[config.mk]
export PLATFORM = sky130hd
export DESIGN_NAME = current_logger_top
export DESIGN_NICKNAME = d
export VERILOG_FILES = /design/src/adc_pkg.sv /design/src/spi_byte_if.sv /design/src/adc_sequencer.sv /design/src/current_logger_top.sv /design/src/frame_streamer.sv /design/src/range_selector.sv /design/src/spi_byte_master.sv
export SDC_FILE = /design/constraint.sdc
export NUM_CORES = 1
export LEC_CHECK = 0
export CORE_MARGIN = 2
export CORE_UTILIZATION = 57
export DETAILED_ROUTE_END_ITERATION = 10
export DONT_BUFFER_PORTS = 1
export PLACE_DENSITY = 0.73
export SLEW_MARGIN = 5
export SYNTH_ARGS = -nofsm -noshare
export SYNTH_HDL_FRONTEND = slang
export SYNTH_SLANG_ARGS = --single-unit
[constraint.sdc]
create_clock -name w_clk_240mhz -period 2.4 [get_ports w_clk_240mhz]
set_input_delay 0.48 -clock w_clk_240mhz [delete_from_list [all_inputs] [get_ports w_clk_240mhz]]
set_output_delay 0.48 -clock w_clk_240mhz [all_outputs]
set_load 0.1 [all_outputs]
[src/adc_pkg.sv]
// shared constants and types, all timing counted in cycles of the 240 mhz system clock
package adc_pkg;

    // spi timing, shared by both links
    localparam int CLKS_PER_HALF_BIT    = 6;      // 20 mhz sclk
    localparam int ADC_CS_INACTIVE_CLKS = 8;
    localparam int MCU_CS_INACTIVE_CLKS = 50;

    // conversion timing
    localparam int CONV_PERIOD       = 12000;     // 50 us between triggers
    localparam int CONVST_CLKS       = 20;        // convst held CONVST_CLKS+1 cycles
    localparam int SAMPLE_DELAY_CLKS = 90;        // covers the adc conversion time

    // adc transaction
    localparam int          ADC_WORD_BYTES  = 4;
    localparam logic [31:0] ADC_CONFIG_WORD = 32'hD014000B;  // 1.25x range, unipolar
    localparam int          CODE_BITS       = 18;

    // autorange hysteresis on the raw code
    localparam int RANGE_LIMIT_LOW  = 2100;
    localparam int RANGE_LIMIT_HIGH = 220000;

    // frame to the mcu
    localparam int SAMPLES_PER_FRAME = 8;
    localparam int FRAME_BYTES       = SAMPLES_PER_FRAME * 4;

    typedef logic [CODE_BITS-1:0] adc_code_t;

    // one-hot, ma in the top bit
    typedef enum logic [2:0] {
        RANGE_MA = 3'b100,
        RANGE_UA = 3'b010,
        RANGE_NA = 3'b001
    } range_t;

    // word as sent to the mcu, msb first
    typedef struct packed {
        logic      ma;
        logic      ua;
        logic      na;
        logic [10:0] zero;
        adc_code_t code;
    } sample_word_t;

    typedef logic [7:0] byte_count_t;  // burst length, holds FRAME_BYTES

endpackage

[src/spi_byte_if.sv]
// byte level handshake to an spi master, tx_dv only while tx_ready is high
`timescale 1ns/1ns

interface spi_byte_if import adc_pkg::*; ();

    byte_count_t tx_count;   // bytes per chip select
    logic [7:0]  tx_byte;
    logic        tx_dv;      // one cycle strobe
    logic        tx_ready;
    logic [7:0]  rx_byte;
    logic        rx_dv;      // once per received byte
    byte_count_t rx_count;   // index of rx_byte in the burst

    modport client (output tx_count, tx_byte, tx_dv,
                    input  tx_ready, rx_byte, rx_dv, rx_count);

    modport master (input  tx_count, tx_byte, tx_dv,
                    output tx_ready, rx_byte, rx_dv, rx_count);

endinterface

[src/adc_sequencer.sv]
// ads8691 style flow, config word sent once after reset, a trigger while busy waits its turn
`timescale 1ns/1ns

module adc_sequencer import adc_pkg::*; (
    input  logic      i_clk,
    input  logic      i_rst_n,
    spi_byte_if.client adc_bus,
    output logic      o_convst,
    output logic      o_cs_hold,        // low forces adc cs low
    output logic      o_sample_valid,
    output adc_code_t o_code
);

    typedef enum logic [1:0] {ST_READY, ST_SAMPLING, ST_ACQUIRING} seq_state_t;

    seq_state_t  r_state;
    logic [13:0] r_timer;
    logic        r_conv_pending;
    logic [6:0]  r_delay;
    logic        r_configured;
    logic [31:0] r_tx_word;
    logic [7:0]  r_tx_byte;
    logic        r_tx_dv;
    logic [2:0]  r_tx_idx;

    assign adc_bus.tx_count = byte_count_t'(ADC_WORD_BYTES);
    assign adc_bus.tx_byte  = r_tx_byte;
    assign adc_bus.tx_dv    = r_tx_dv;

    always_ff @(posedge i_clk) begin
        if (!i_rst_n) begin
            r_state        <= ST_READY;
            r_timer        <= '0;
            r_conv_pending <= 1'b0;
            r_delay        <= '0;
            r_configured   <= 1'b0;
            r_tx_dv        <= 1'b0;
            r_tx_idx       <= '0;
            o_convst       <= 1'b0;
            o_cs_hold      <= 1'b1;
            o_sample_valid <= 1'b0;
        end else begin
            o_sample_valid <= 1'b0;
            r_tx_dv        <= 1'b0;
            case (r_state)
                ST_READY: begin
                    r_tx_word <= r_configured ? 32'd0 : ADC_CONFIG_WORD;
                    r_tx_idx  <= '0;
                    r_delay   <= '0;
                    if (r_conv_pending) begin
                        r_conv_pending <= 1'b0;
                        o_convst       <= 1'b1;
                        o_cs_hold      <= 1'b0;  // cs low ahead of convst
                        r_state        <= ST_SAMPLING;
                    end
                end
                ST_SAMPLING: begin
                    if (o_convst) begin
                        if (r_delay == 7'(CONVST_CLKS)) begin
                            o_convst  <= 1'b0;
                            o_cs_hold <= 1'b1;
                            r_delay   <= '0;
                        end else begin
                            r_delay <= r_delay + 7'd1;
                        end
                    end else if (r_delay == 7'(SAMPLE_DELAY_CLKS)) begin
                        r_state <= ST_ACQUIRING;  // conversion done
                    end else begin
                        r_delay <= r_delay + 7'd1;
                    end
                end
                ST_ACQUIRING: begin
                    if (!r_tx_dv && adc_bus.tx_ready && r_tx_idx != 3'(ADC_WORD_BYTES)) begin
                        r_tx_byte <= r_tx_word[31:24];  // msb first
                        r_tx_word <= {r_tx_word[23:0], 8'd0};
                        r_tx_idx  <= r_tx_idx + 3'd1;
                        r_tx_dv   <= 1'b1;
                        if (r_tx_idx == 3'(ADC_WORD_BYTES - 1)) begin
                            r_configured <= 1'b1;
                        end
                    end
                    if (adc_bus.rx_dv && adc_bus.rx_count == byte_count_t'(ADC_WORD_BYTES - 1)) begin
                        o_sample_valid <= 1'b1;  // all bytes in
                        r_state        <= ST_READY;
                    end
                end
                default: r_state <= ST_READY;
            endcase

            // free running trigger, after the fsm so a tick is never lost
            if (r_timer == 14'(CONV_PERIOD - 1)) begin
                r_timer        <= '0;
                r_conv_pending <= 1'b1;
            end else begin
                r_timer <= r_timer + 14'd1;
            end
        end
    end

    // code = byte 0, byte 1, top two bits of byte 2
    always_ff @(posedge i_clk) begin
        if (adc_bus.rx_dv) begin
            case (adc_bus.rx_count)
                8'd0:    o_code[17:10] <= adc_bus.rx_byte;
                8'd1:    o_code[9:2]   <= adc_bus.rx_byte;
                8'd2:    o_code[1:0]   <= adc_bus.rx_byte[7:6];
                default: ;  // last byte carries no code bits
            endcase
        end
    end

endmodule

[src/current_logger_top.sv]
// clock comes from outside, mcu miso unused so the mcu link only transmits
`timescale 1ns/1ns

module current_logger_top import adc_pkg::*; (
    input  logic w_clk_240mhz,
    input  logic r_spi_master_adc_reset,   // active low, synchronous
    input  logic i_adc_miso,
    output logic o_adc_sclk,
    output logic o_adc_mosi,
    output logic o_adc_cs_n,
    output logic o_adc_convst,
    output logic o_mcu_sclk,
    output logic o_mcu_mosi,
    output logic o_mcu_cs_n,
    output logic o_range_ma,
    output logic o_range_ua,
    output logic o_range_na,
    output logic o_switch_ma,
    output logic o_switch_ua,
    output logic o_switch_na,
    output logic o_frame_ready
);

    spi_byte_if adc_bus ();
    spi_byte_if mcu_bus ();

    logic         w_adc_master_cs_n;
    logic         w_cs_hold;
    logic         w_sample_valid;
    adc_code_t    w_code;
    range_t       w_range;
    logic         w_word_valid;
    sample_word_t w_word;

    spi_byte_master #(.CS_INACTIVE_CLKS(ADC_CS_INACTIVE_CLKS)) i_adc_spi (
        .i_clk(w_clk_240mhz), .i_rst_n(r_spi_master_adc_reset), .bus(adc_bus),
        .o_sclk(o_adc_sclk), .o_mosi(o_adc_mosi), .o_cs_n(w_adc_master_cs_n),
        .i_miso(i_adc_miso)
    );

    spi_byte_master #(.CS_INACTIVE_CLKS(MCU_CS_INACTIVE_CLKS)) i_mcu_spi (
        .i_clk(w_clk_240mhz), .i_rst_n(r_spi_master_adc_reset), .bus(mcu_bus),
        .o_sclk(o_mcu_sclk), .o_mosi(o_mcu_mosi), .o_cs_n(o_mcu_cs_n),
        .i_miso(1'b0)  // no return data from the mcu
    );

    adc_sequencer i_adc_sequencer (
        .i_clk(w_clk_240mhz), .i_rst_n(r_spi_master_adc_reset), .adc_bus(adc_bus),
        .o_convst(o_adc_convst), .o_cs_hold(w_cs_hold),
        .o_sample_valid(w_sample_valid), .o_code(w_code)
    );

    range_selector i_range_selector (
        .i_clk(w_clk_240mhz), .i_rst_n(r_spi_master_adc_reset),
        .i_sample_valid(w_sample_valid), .i_code(w_code), .o_range(w_range),
        .o_word_valid(w_word_valid), .o_word(w_word)
    );

    frame_streamer i_frame_streamer (
        .i_clk(w_clk_240mhz), .i_rst_n(r_spi_master_adc_reset),
        .i_word_valid(w_word_valid), .i_word(w_word), .mcu_bus(mcu_bus),
        .o_frame_ready(o_frame_ready)
    );

    assign o_adc_cs_n = w_adc_master_cs_n & w_cs_hold;  // either one pulls cs low

    // power transistors follow the range, analog switches are active low
    assign {o_range_ma, o_range_ua, o_range_na} = w_range;
    assign o_switch_ma = ~o_range_ma;
    assign o_switch_ua = ~o_range_ua;
    assign o_switch_na = ~o_range_na;

endmodule

[src/frame_streamer.sv]
// no back pressure, a frame must finish streaming before the next one fills
`timescale 1ns/1ns

module frame_streamer import adc_pkg::*; (
    input  logic         i_clk,
    input  logic         i_rst_n,
    input  logic         i_word_valid,
    input  sample_word_t i_word,
    spi_byte_if.client   mcu_bus,
    output logic         o_frame_ready
);

    typedef logic [$clog2(SAMPLES_PER_FRAME)-1:0] word_idx_t;
    typedef logic [$clog2(FRAME_BYTES)-1:0]       byte_idx_t;

    logic [7:0] r_buf [2*FRAME_BYTES];  // two banks, bank bit on top
    logic       r_fill_bank;
    word_idx_t  r_wr_idx;
    byte_idx_t  r_rd_idx;
    logic       r_streaming;
    logic [7:0] r_tx_byte;
    logic       r_tx_dv;

    assign mcu_bus.tx_count = byte_count_t'(FRAME_BYTES);
    assign mcu_bus.tx_byte  = r_tx_byte;
    assign mcu_bus.tx_dv    = r_tx_dv;

    // word split into bytes, msb at the lowest address
    always_ff @(posedge i_clk) begin
        if (i_word_valid) begin
            for (int k = 0; k < 4; k++) begin
                r_buf[{r_fill_bank, r_wr_idx, 2'(k)}] <= i_word[8*(3-k) +: 8];
            end
        end
    end

    always_ff @(posedge i_clk) begin
        if (!i_rst_n) begin
            r_fill_bank   <= 1'b0;
            r_wr_idx      <= '0;
            r_rd_idx      <= '0;
            r_streaming   <= 1'b0;
            r_tx_dv       <= 1'b0;
            o_frame_ready <= 1'b0;
        end else begin
            o_frame_ready <= 1'b0;
            r_tx_dv       <= 1'b0;
            if (i_word_valid) begin
                if (r_wr_idx == word_idx_t'(SAMPLES_PER_FRAME - 1)) begin
                    r_wr_idx      <= '0;
                    r_fill_bank   <= ~r_fill_bank;  // swap, full bank goes out
                    r_rd_idx      <= '0;
                    r_streaming   <= 1'b1;
                    o_frame_ready <= 1'b1;
                end else begin
                    r_wr_idx <= r_wr_idx + 1'b1;
                end
            end
            // stream bank is the one not being filled
            if (r_streaming && !r_tx_dv && mcu_bus.tx_ready) begin
                r_tx_byte   <= r_buf[{~r_fill_bank, r_rd_idx}];
                r_tx_dv     <= 1'b1;
                r_rd_idx    <= r_rd_idx + 1'b1;
                r_streaming <= r_rd_idx != byte_idx_t'(FRAME_BYTES - 1);
            end
        end
    end

endmodule

[src/range_selector.sv]
// one range step per sample at most, word carries the range in force when the code was taken
`timescale 1ns/1ns

module range_selector import adc_pkg::*; (
    input  logic         i_clk,
    input  logic         i_rst_n,
    input  logic         i_sample_valid,
    input  adc_code_t    i_code,
    output range_t       o_range,
    output logic         o_word_valid,
    output sample_word_t o_word
);

    logic w_high;
    logic w_low;

    assign w_high = i_code >= adc_code_t'(RANGE_LIMIT_HIGH);  // near full scale
    assign w_low  = i_code <= adc_code_t'(RANGE_LIMIT_LOW);   // too little signal

    always_ff @(posedge i_clk) begin
        if (!i_rst_n) begin
            o_range      <= RANGE_MA;  // widest range is safe
            o_word_valid <= 1'b0;
        end else begin
            o_word_valid <= i_sample_valid;
            if (i_sample_valid) begin
                case (o_range)
                    RANGE_NA: if (w_high) o_range <= RANGE_UA;
                    RANGE_UA: begin
                        if (w_high) begin
                            o_range <= RANGE_MA;
                        end else if (w_low) begin
                            o_range <= RANGE_NA;
                        end
                    end
                    RANGE_MA: if (w_low) o_range <= RANGE_UA;
                    default:  o_range <= RANGE_MA;
                endcase
            end
        end
    end

    // tag with the old range, same edge as the step
    always_ff @(posedge i_clk) begin
        if (i_sample_valid) begin
            o_word.ma   <= o_range[2];
            o_word.ua   <= o_range[1];
            o_word.na   <= o_range[0];
            o_word.zero <= '0;
            o_word.code <= i_code;
        end
    end

endmodule

[src/spi_byte_master.sv]
// spi mode 0 only, one chip select, tx_count is sampled on the first tx_dv of a burst
`timescale 1ns/1ns

module spi_byte_master import adc_pkg::*; #(
    parameter int CS_INACTIVE_CLKS = ADC_CS_INACTIVE_CLKS  // cs low tail and cs high gap
) (
    input  logic i_clk,
    input  logic i_rst_n,
    spi_byte_if.master bus,
    output logic o_sclk,
    output logic o_mosi,
    output logic o_cs_n,
    input  logic i_miso
);

    typedef enum logic [1:0] {CS_IDLE, CS_BURST, CS_HOLD, CS_GAP} cs_state_t;

    cs_state_t   r_state;
    byte_count_t r_left;      // bytes still to be requested
    byte_count_t r_rx_idx;
    logic [7:0]  r_gap_cnt;
    logic        r_cs_n;

    logic [4:0] r_edges;      // sclk edges left in the byte
    logic [3:0] r_half_cnt;
    logic       r_sclk;
    logic [7:0] r_tx_shift;
    logic [7:0] r_rx_shift;
    logic       r_rx_dv;

    // byte engine, 16 edges per byte
    always_ff @(posedge i_clk) begin
        if (!i_rst_n) begin
            r_edges    <= '0;
            r_half_cnt <= '0;
            r_sclk     <= 1'b0;
            r_tx_shift <= '0;
            r_rx_shift <= '0;
            r_rx_dv    <= 1'b0;
        end else begin
            r_rx_dv <= 1'b0;
            if (bus.tx_dv) begin
                r_tx_shift <= bus.tx_byte;  // msb out right away, mode 0
                r_edges    <= 5'd16;
                r_half_cnt <= '0;
            end else if (r_edges != 5'd0) begin
                if (r_half_cnt == 4'(CLKS_PER_HALF_BIT - 1)) begin
                    r_half_cnt <= '0;
                    r_edges    <= r_edges - 5'd1;
                    r_sclk     <= ~r_sclk;
                    if (!r_sclk) begin
                        r_rx_shift <= {r_rx_shift[6:0], i_miso};  // rising, sample
                    end else if (r_edges != 5'd1) begin
                        r_tx_shift <= {r_tx_shift[6:0], 1'b0};    // falling, next bit
                    end
                    if (r_edges == 5'd1) begin
                        r_rx_dv <= 1'b1;  // last falling edge
                    end
                end else begin
                    r_half_cnt <= r_half_cnt + 4'd1;
                end
            end
        end
    end

    // chip select sequencing
    always_ff @(posedge i_clk) begin
        if (!i_rst_n) begin
            r_state   <= CS_IDLE;
            r_cs_n    <= 1'b1;
            r_left    <= '0;
            r_gap_cnt <= '0;
            r_rx_idx  <= '0;
        end else begin
            if (r_rx_dv) begin
                r_rx_idx <= r_rx_idx + 8'd1;
            end
            case (r_state)
                CS_IDLE: begin
                    if (bus.tx_dv) begin
                        r_cs_n   <= 1'b0;
                        r_left   <= bus.tx_count - 8'd1;
                        r_rx_idx <= '0;
                        r_state  <= CS_BURST;
                    end
                end
                CS_BURST: begin
                    if (bus.tx_dv) begin
                        r_left <= r_left - 8'd1;
                    end else if (r_edges == 5'd0 && r_left == 8'd0) begin
                        r_gap_cnt <= '0;
                        r_state   <= CS_HOLD;
                    end
                end
                CS_HOLD: begin  // cs still low after the last byte
                    if (r_gap_cnt == 8'(CS_INACTIVE_CLKS - 1)) begin
                        r_cs_n    <= 1'b1;
                        r_gap_cnt <= '0;
                        r_state   <= CS_GAP;
                    end else begin
                        r_gap_cnt <= r_gap_cnt + 8'd1;
                    end
                end
                CS_GAP: begin   // minimum cs high time
                    if (r_gap_cnt == 8'(CS_INACTIVE_CLKS - 1)) begin
                        r_state <= CS_IDLE;
                    end else begin
                        r_gap_cnt <= r_gap_cnt + 8'd1;
                    end
                end
            endcase
        end
    end

    assign bus.tx_ready = (r_state == CS_IDLE) ||
                          (r_state == CS_BURST && r_edges == 5'd0 && r_left != 8'd0);
    assign bus.rx_byte  = r_rx_shift;
    assign bus.rx_dv    = r_rx_dv;
    assign bus.rx_count = r_rx_idx;

    assign o_sclk = r_sclk;
    assign o_mosi = r_tx_shift[7];
    assign o_cs_n = r_cs_n;

endmodule

---- Yosys cells after proc, flatten, opt, wreduce, memory -nomap -nowiden ----
Memory sizes are Yosys's and may differ from the RTL's. A register that Yosys moved wholly into a read port is not among the register bits.
Cells that the tools add are included.
operators by class
  add/sub/neg operators ................... 14
  order comparisons ....................... 2
  eq/ne operators ......................... 53
  mux-type cells .......................... 98
  bitwise operators ....................... 12
  reduce and logical (&&, ||, !) cells .... 84
operators by type and width
  cell                                                              number
  2-to-1 mux 8 bit                                                  25
  2-to-1 mux 32 bit                                                 2
  case mux 32 bit (2 select lines)                                  1
  case mux 8 bit (3 select lines)                                   2
  2-to-1 mux 5 bit                                                  9
  != test 2 x 1 -> 1 bit, second input constant                     18
  nonzero test 2 bit                                                17
  case mux 8 bit (2 select lines)                                   2
  AND reduction 4 bit                                               8
  AND reduction 2 bit                                               15
  2-to-1 mux 2 bit                                                  14
  AND reduction 3 bit                                               9
  adder 8 x 1 -> 8 bit, second input constant                       3
  zero test 8 bit                                                   3
  2-to-1 mux 1 bit                                                  22
  2-to-1 mux 7 bit                                                  3
  greater-or-equal comparator 18 bit, second input constant         1
  less-or-equal comparator 18 x 12 -> 1 bit, second input constant  1
  2-to-1 mux 3 bit                                                  6
  equality test 8 x 2 -> 1 bit, second input constant               2
  case mux 2 bit (4 select lines)                                   2
  nonzero test 8 bit                                                2
  subtractor 8 x 1 -> 8 bit, second input constant                  2
  adder 14 x 1 -> 14 bit, second input constant                     1
  42 further kinds                                                  93
word-level totals
  flip-flop bits (word level) ............. 218
  RAM bits ................................ 512
  input port bits ......................... 3
  memories ................................ 1
memory list
  name                    depth  bits a word  read ports  clocked after memory_dff  write ports  line                  source
  i_frame_streamer.r_buf  64     8            1           1                         4            frame_streamer.sv:16  logic [7:0] r_buf [2*FRAME_BYTES];

---- Logic depth before layout (Yosys ltp) ----
  depth in word-level cells ............... 8
  mapped depth ............................ 9

---- Hierarchy ----
Synthesis repeated with hierarchy kept, for this count alone.
second synthesis, totals
  cells, all modules ...................... 1,880
  area total of the unflattened synthesis .. 29,908.7 µm²
modules (own cells, without submodules)
  module                        instances  cells each  area each (µm²)  seq. area each (µm²)
  frame_streamer                1          907         20,572.2         15,855.2
  spi_byte_master at i_mcu_spi  1          336         2,900.3          1,081.0
  spi_byte_master at i_adc_spi  1          324         2,822.7          1,081.0
  adc_sequencer                 1          229         2,548.7          1,451.4
  range_selector                1          79          1,043.5          710.7
  current_logger_top            1          5           21.3             0.0

---- Worst setup path before layout ----
OpenSTA, ideal clock, no wires.
  path kind ............................... reg-to-reg
  from .................................... register i_range_selector.o_range[2]
  to ...................................... register i_range_selector.o_range[1]
  library setup time ...................... 0.096 ns
  arrival ................................. 2.589 ns
  slack ................................... -0.285 ns
  cell stages (with the launch flop) ...... 6
  buffers on the path ..................... 0
  clock period less this slack ............ 2.685 ns
  path through ............................ dfxtp_1 > inv_1 > o21ai_0 > a32oi_1 > o41a_1 > a221oi_1
between the ends
  longest elaborated chain between the ends .. 3
  elaborated cells on any way between the ends .. 8
  those cells by class .................... 6 x eq/ne; 1 x mux; 1 x reduce/logical
RTL lines
  element                                                                            line                  source
  start: declaration                                                                 range_selector.sv:9   output range_t o_range,
  start signal: assignment                                                           range_selector.sv:22  o_range <= RANGE_MA;
  start signal: assignment                                                           range_selector.sv:28  RANGE_NA: if (w_high) o_range <= RANGE_UA;
  start signal: assignment                                                           range_selector.sv:31  o_range <= RANGE_MA;
  equality test 3 x 2 -> 1 bit (tied with other cells)                               range_selector.sv:27  case (o_range)
  != test 3 x 1 -> 1 bit (no line) / != test 2 x 1 -> 1 bit (equally long branches)  --
  AND reduction 4 bit (no line)                                                      --
Several ways; a longest one is shown, not always the timed one.
A chain may end at the register's enable or synchronous reset.

---- Worst setup path in the final report ----
  from .................................... register i_mcu_spi.r_edges[1]
  to ...................................... register i_mcu_spi.r_gap_cnt[5]
between the ends
  longest elaborated chain between the ends .. 4
RTL lines
  element                           line                    source
  start: declaration                spi_byte_master.sv:24   logic [4:0] r_edges;
  start signal: assignment          spi_byte_master.sv:49   r_edges <= r_edges - 5'd1;
  zero test 5 bit                   spi_byte_master.sv:90   end else if (r_edges == 5'd0 && r_left == 8'd0) begin
  logical AND 1 bit                 spi_byte_master.sv:90
  != test 2 x 1 -> 1 bit (no line)  --
  AND reduction 4 bit (no line)     --
  end signal: assignment            spi_byte_master.sv:101  r_gap_cnt <= r_gap_cnt + 8'd1;
  end signal: assignment            spi_byte_master.sv:108  r_gap_cnt <= r_gap_cnt + 8'd1;
  end: declaration                  spi_byte_master.sv:21   logic [7:0] r_gap_cnt;
Every way passes these cells.

==> metrics.md <==
| Metric | Value |
|---|---|
| HP Start | r_spi_master_adc_reset |
| CTS tree | built |
| Slew Limit Headroom | 0.227 |
| Netlist cell types | between 60 and 70 |
| Top_reg_cell synth | edfxtp_1 |
| Final Slew Violations | 0 |
| Power Total | 18.7 mW |
| Placer Congestion | 0.826 |
| DRC | 0 |
| CP Capture Type | register |
| Nets@finish | 1,546 |
| Mapped Area | around 21,000 µm² |
| Initial antenna violation count | 0 |
| Worst skew pair latency | 610 ps |
| Filler instances | about 2,500 |
| Worst-path maximum fanout | 6 |
| Root Driver | clkbuf_16 |
| Design Area, Final | 24,400 µm² |
| Pre-CTS setup slack | 65.8 ps |
| Initial Util | 0.582 |
| Placed inst area | ~23,000 µm² |
| VDD IR max | 617 µV |
| Fmax | 424 MHz |
| Post-synth top area cell | edfxtp_1 |
| Clk_skew | just over 30 ps |
| Setup violators final | 0 |
| Total CTS buffers | 52 |
| Area grow syn2layout | 14.0% |
| Ranking of synthesized cells by area | edfxtp_1, dfxtp_1, mux4_2 |
| Largest net degree at the start of global routing | between 60 and 70 |
| Ys async rst share | 0 |
| Hpwl dp | approximately 28,000 µm |
| Worst R2R Start | i_mcu_spi.r_edges[1] |
| Longest Clk Path Bufs | 3 |
| N_diodes | 0 |
| Register area share after synthesis | 0.680 |
| Post-route minimum period | 2360 ps |
| Vias in the first global route | 12,252 |
| Synth top area share | 0.550 |
| Final core occ | 0.663 |
| DR vias/cell | 6.14 |
| Die Ht | 198 µm |
| Width of the die | 198 µm |
| Post-Layout Cell Count | 2,017 |
| Clock sink count | 531 |
| Post-synth EDFFs | 392 |
| DRT iter0 DRCs | 1,132 |
| Final setup TNS | 0 ps |
| CP arrival | a little under 3000 ps |
| Worst-Margin Slew | between 1000 and 1500 ps |
| Global-route wire length before repair | 70,200 µm |
| Outcome | finished clean |
| Avg Cell Area, Syn | 15.1 µm² |
| Final wirelength | 44,700 µm |
| Ys Warns | 0 |
| Setup ws final | 43.0 ps |
| Synth cell count leaders | edfxtp_1, dfxtp_1, nor2_1 |
| DR vias | 12,382 |
| Flop-to-flop setup slack | 40 ps |
| Drt wl/cell | 22.2 µm |
| Num rows | 70 |
| Syn nets | ~1,500 |
| Gr ovfl total | 0 |
| Max-Cap Viols | 0 |
| H-tree levels | 2 |
| Crit start category | register |
| Hold WC Path Type | input port to register |
| Placed cells | between 1,500 and 2,000 |
| Lkg Pwr | 8.05 nW |
| Final Cycle Share | 0.982 |
| Share of layout cells above drive strength 1 | 0.196 |
| Clock Pin Slew Worst Setup and Hold Paths | ~60 ps |
| Hold Slack | 34.4 ps |
| Hold Fails Final Rpt | 0 |
| DIE AREA | 39,100 µm² |
| Count leader, synth | edfxtp_1 |
| Post-Synthesis Cells | 1,419 |
| Tot GR Track Use | 0.237 |
| IO Pins | 17 |
| WS Path Type | register to register |
| Final ANT Viol Nets | 0 |
| CP required | 2930 ps |
| PwrDens | about 770 nW/µm² |
| FF+latch count, synth | 531 |
| Port buffer count | 0 |
| Core area | 36,800 µm² |
| Worst setup path startpoint | i_mcu_spi.r_edges[1] |
| Pre-antenna DRT Iters | 5 |
-- layout by cell type, fill, tap and decap left out, types with 7 or more instances in the layout --
master	instances
edfxtp_1	392
dfxtp_1	130
nor2_1	111
mux4_2	92
nand2_1	81
buf_4	80
a21oi_1	66
clkbuf_16	52
o21ai_0	38
nand3_1	37
ha_1	36
inv_1	33
mux2i_1	29
and2_1	27
nor3_1	21
xor2_1	21
nand4_1	18
a211oi_1	16
xnor2_1	16
or4_1	12
or3_1	11
and3_1	11
clkbuf_1	11
buf_12	10
or2_2	9
nor4_1	9
clkinv_2	9
o221ai_1	8
clkinv_1	8
o211ai_1	8
dfxtp_2	8
o22ai_1	7
nor2b_1	7
clkbuf_8	7
-- routing by layer --
layer	GRT usage	wire (µm)	share of wire	vias to the layer above
met1	0.335	19100	0.43	6223
met5	0	0	0	-
met2	0.381	21400	0.48	419
li1	-	-	-	5656
met3	0.0376	2880	0.064	84
met4	0.0830	1260	0.028	0
-- layout make-up --
class	count	area [µm²]	area share
multi-input combinational	786	6490	0.266
tap	468	586	0.0240
sequential	531	14600	0.597
timing repair buffer	95	853	0.0350
clock inverter	28	300	0.0123
inverter	39	146	0.00600
clock buffer	70	1440	0.0590
-- final timing paths --
path | to | depth (start not counted)
max reg2reg | i_mcu_spi.r_gap_cnt[5] | 7
min | i_adc_sequencer.r_timer[1] | 1
max | i_mcu_spi.r_gap_cnt[5] | 7
min reg2reg | i_adc_sequencer.adc_bus.tx_byte[3] | 0
-- flip-flops by register name (all words and copies together) (netlist names), 5 cells and up --
signal                            cells
i_adc_sequencer.r_tx_word             5
i_adc_spi.bus.rx_count                8
i_mcu_spi.r_gap_cnt                   8
i_mcu_spi.r_left                      8
i_adc_sequencer.o_code               18
i_adc_spi.r_left                      8
i_adc_spi.r_gap_cnt                   8
i_adc_spi.r_edges                     5
i_adc_sequencer.r_delay               7
i_frame_streamer.r_buf              336
i_frame_streamer.mcu_bus.tx_byte      8
i_adc_sequencer.r_timer              14
i_adc_spi.r_tx_shift                  8
i_adc_spi.bus.rx_byte                 8
i_mcu_spi.r_tx_shift                  8
i_frame_streamer.r_rd_idx             5
i_range_selector.o_word              21
i_mcu_spi.r_edges                     5
-- cells by family after synthesis --
logic type,Yosys count,synth area share
compound gates,199,0.0599
fa+ha+maj,38,0.0222
buf+inv,102,0.0189
flops,531,0.680
xor+xnor,37,0.0151
simple gates,387,0.0909
mux,125,0.113
-- power breakdown --
part | leakage (nW) | total [mW] | switching (mW) | internal [mW]
logic | 2.56 | 0.729 | 0.456 | 0.273
registers | 4.64 | 9.78 | 0.0299 | 9.75
clock network | 0.849 | 8.21 | 3.44 | 4.77
total | 8.05 | 18.7 | 3.92 | 14.8
-- timing repair --
action	4_1_cts	5_1_grt
hold buffers	3	0
endpoints found under the setup margin	0	35
setup buffers	0	1
resized for setup	0	17
hold endpoints to repair	8	0
-- worst max-delay path: stages (launching register included) --
cell and delay [ps]:
dfxtp_1 320, inv_2 80, ha_2 190, or4b_4 470
or3_1 320, o22a_2 260, or4_1 540, a21oi_2 130
Power figures use the tool's default switching activity.
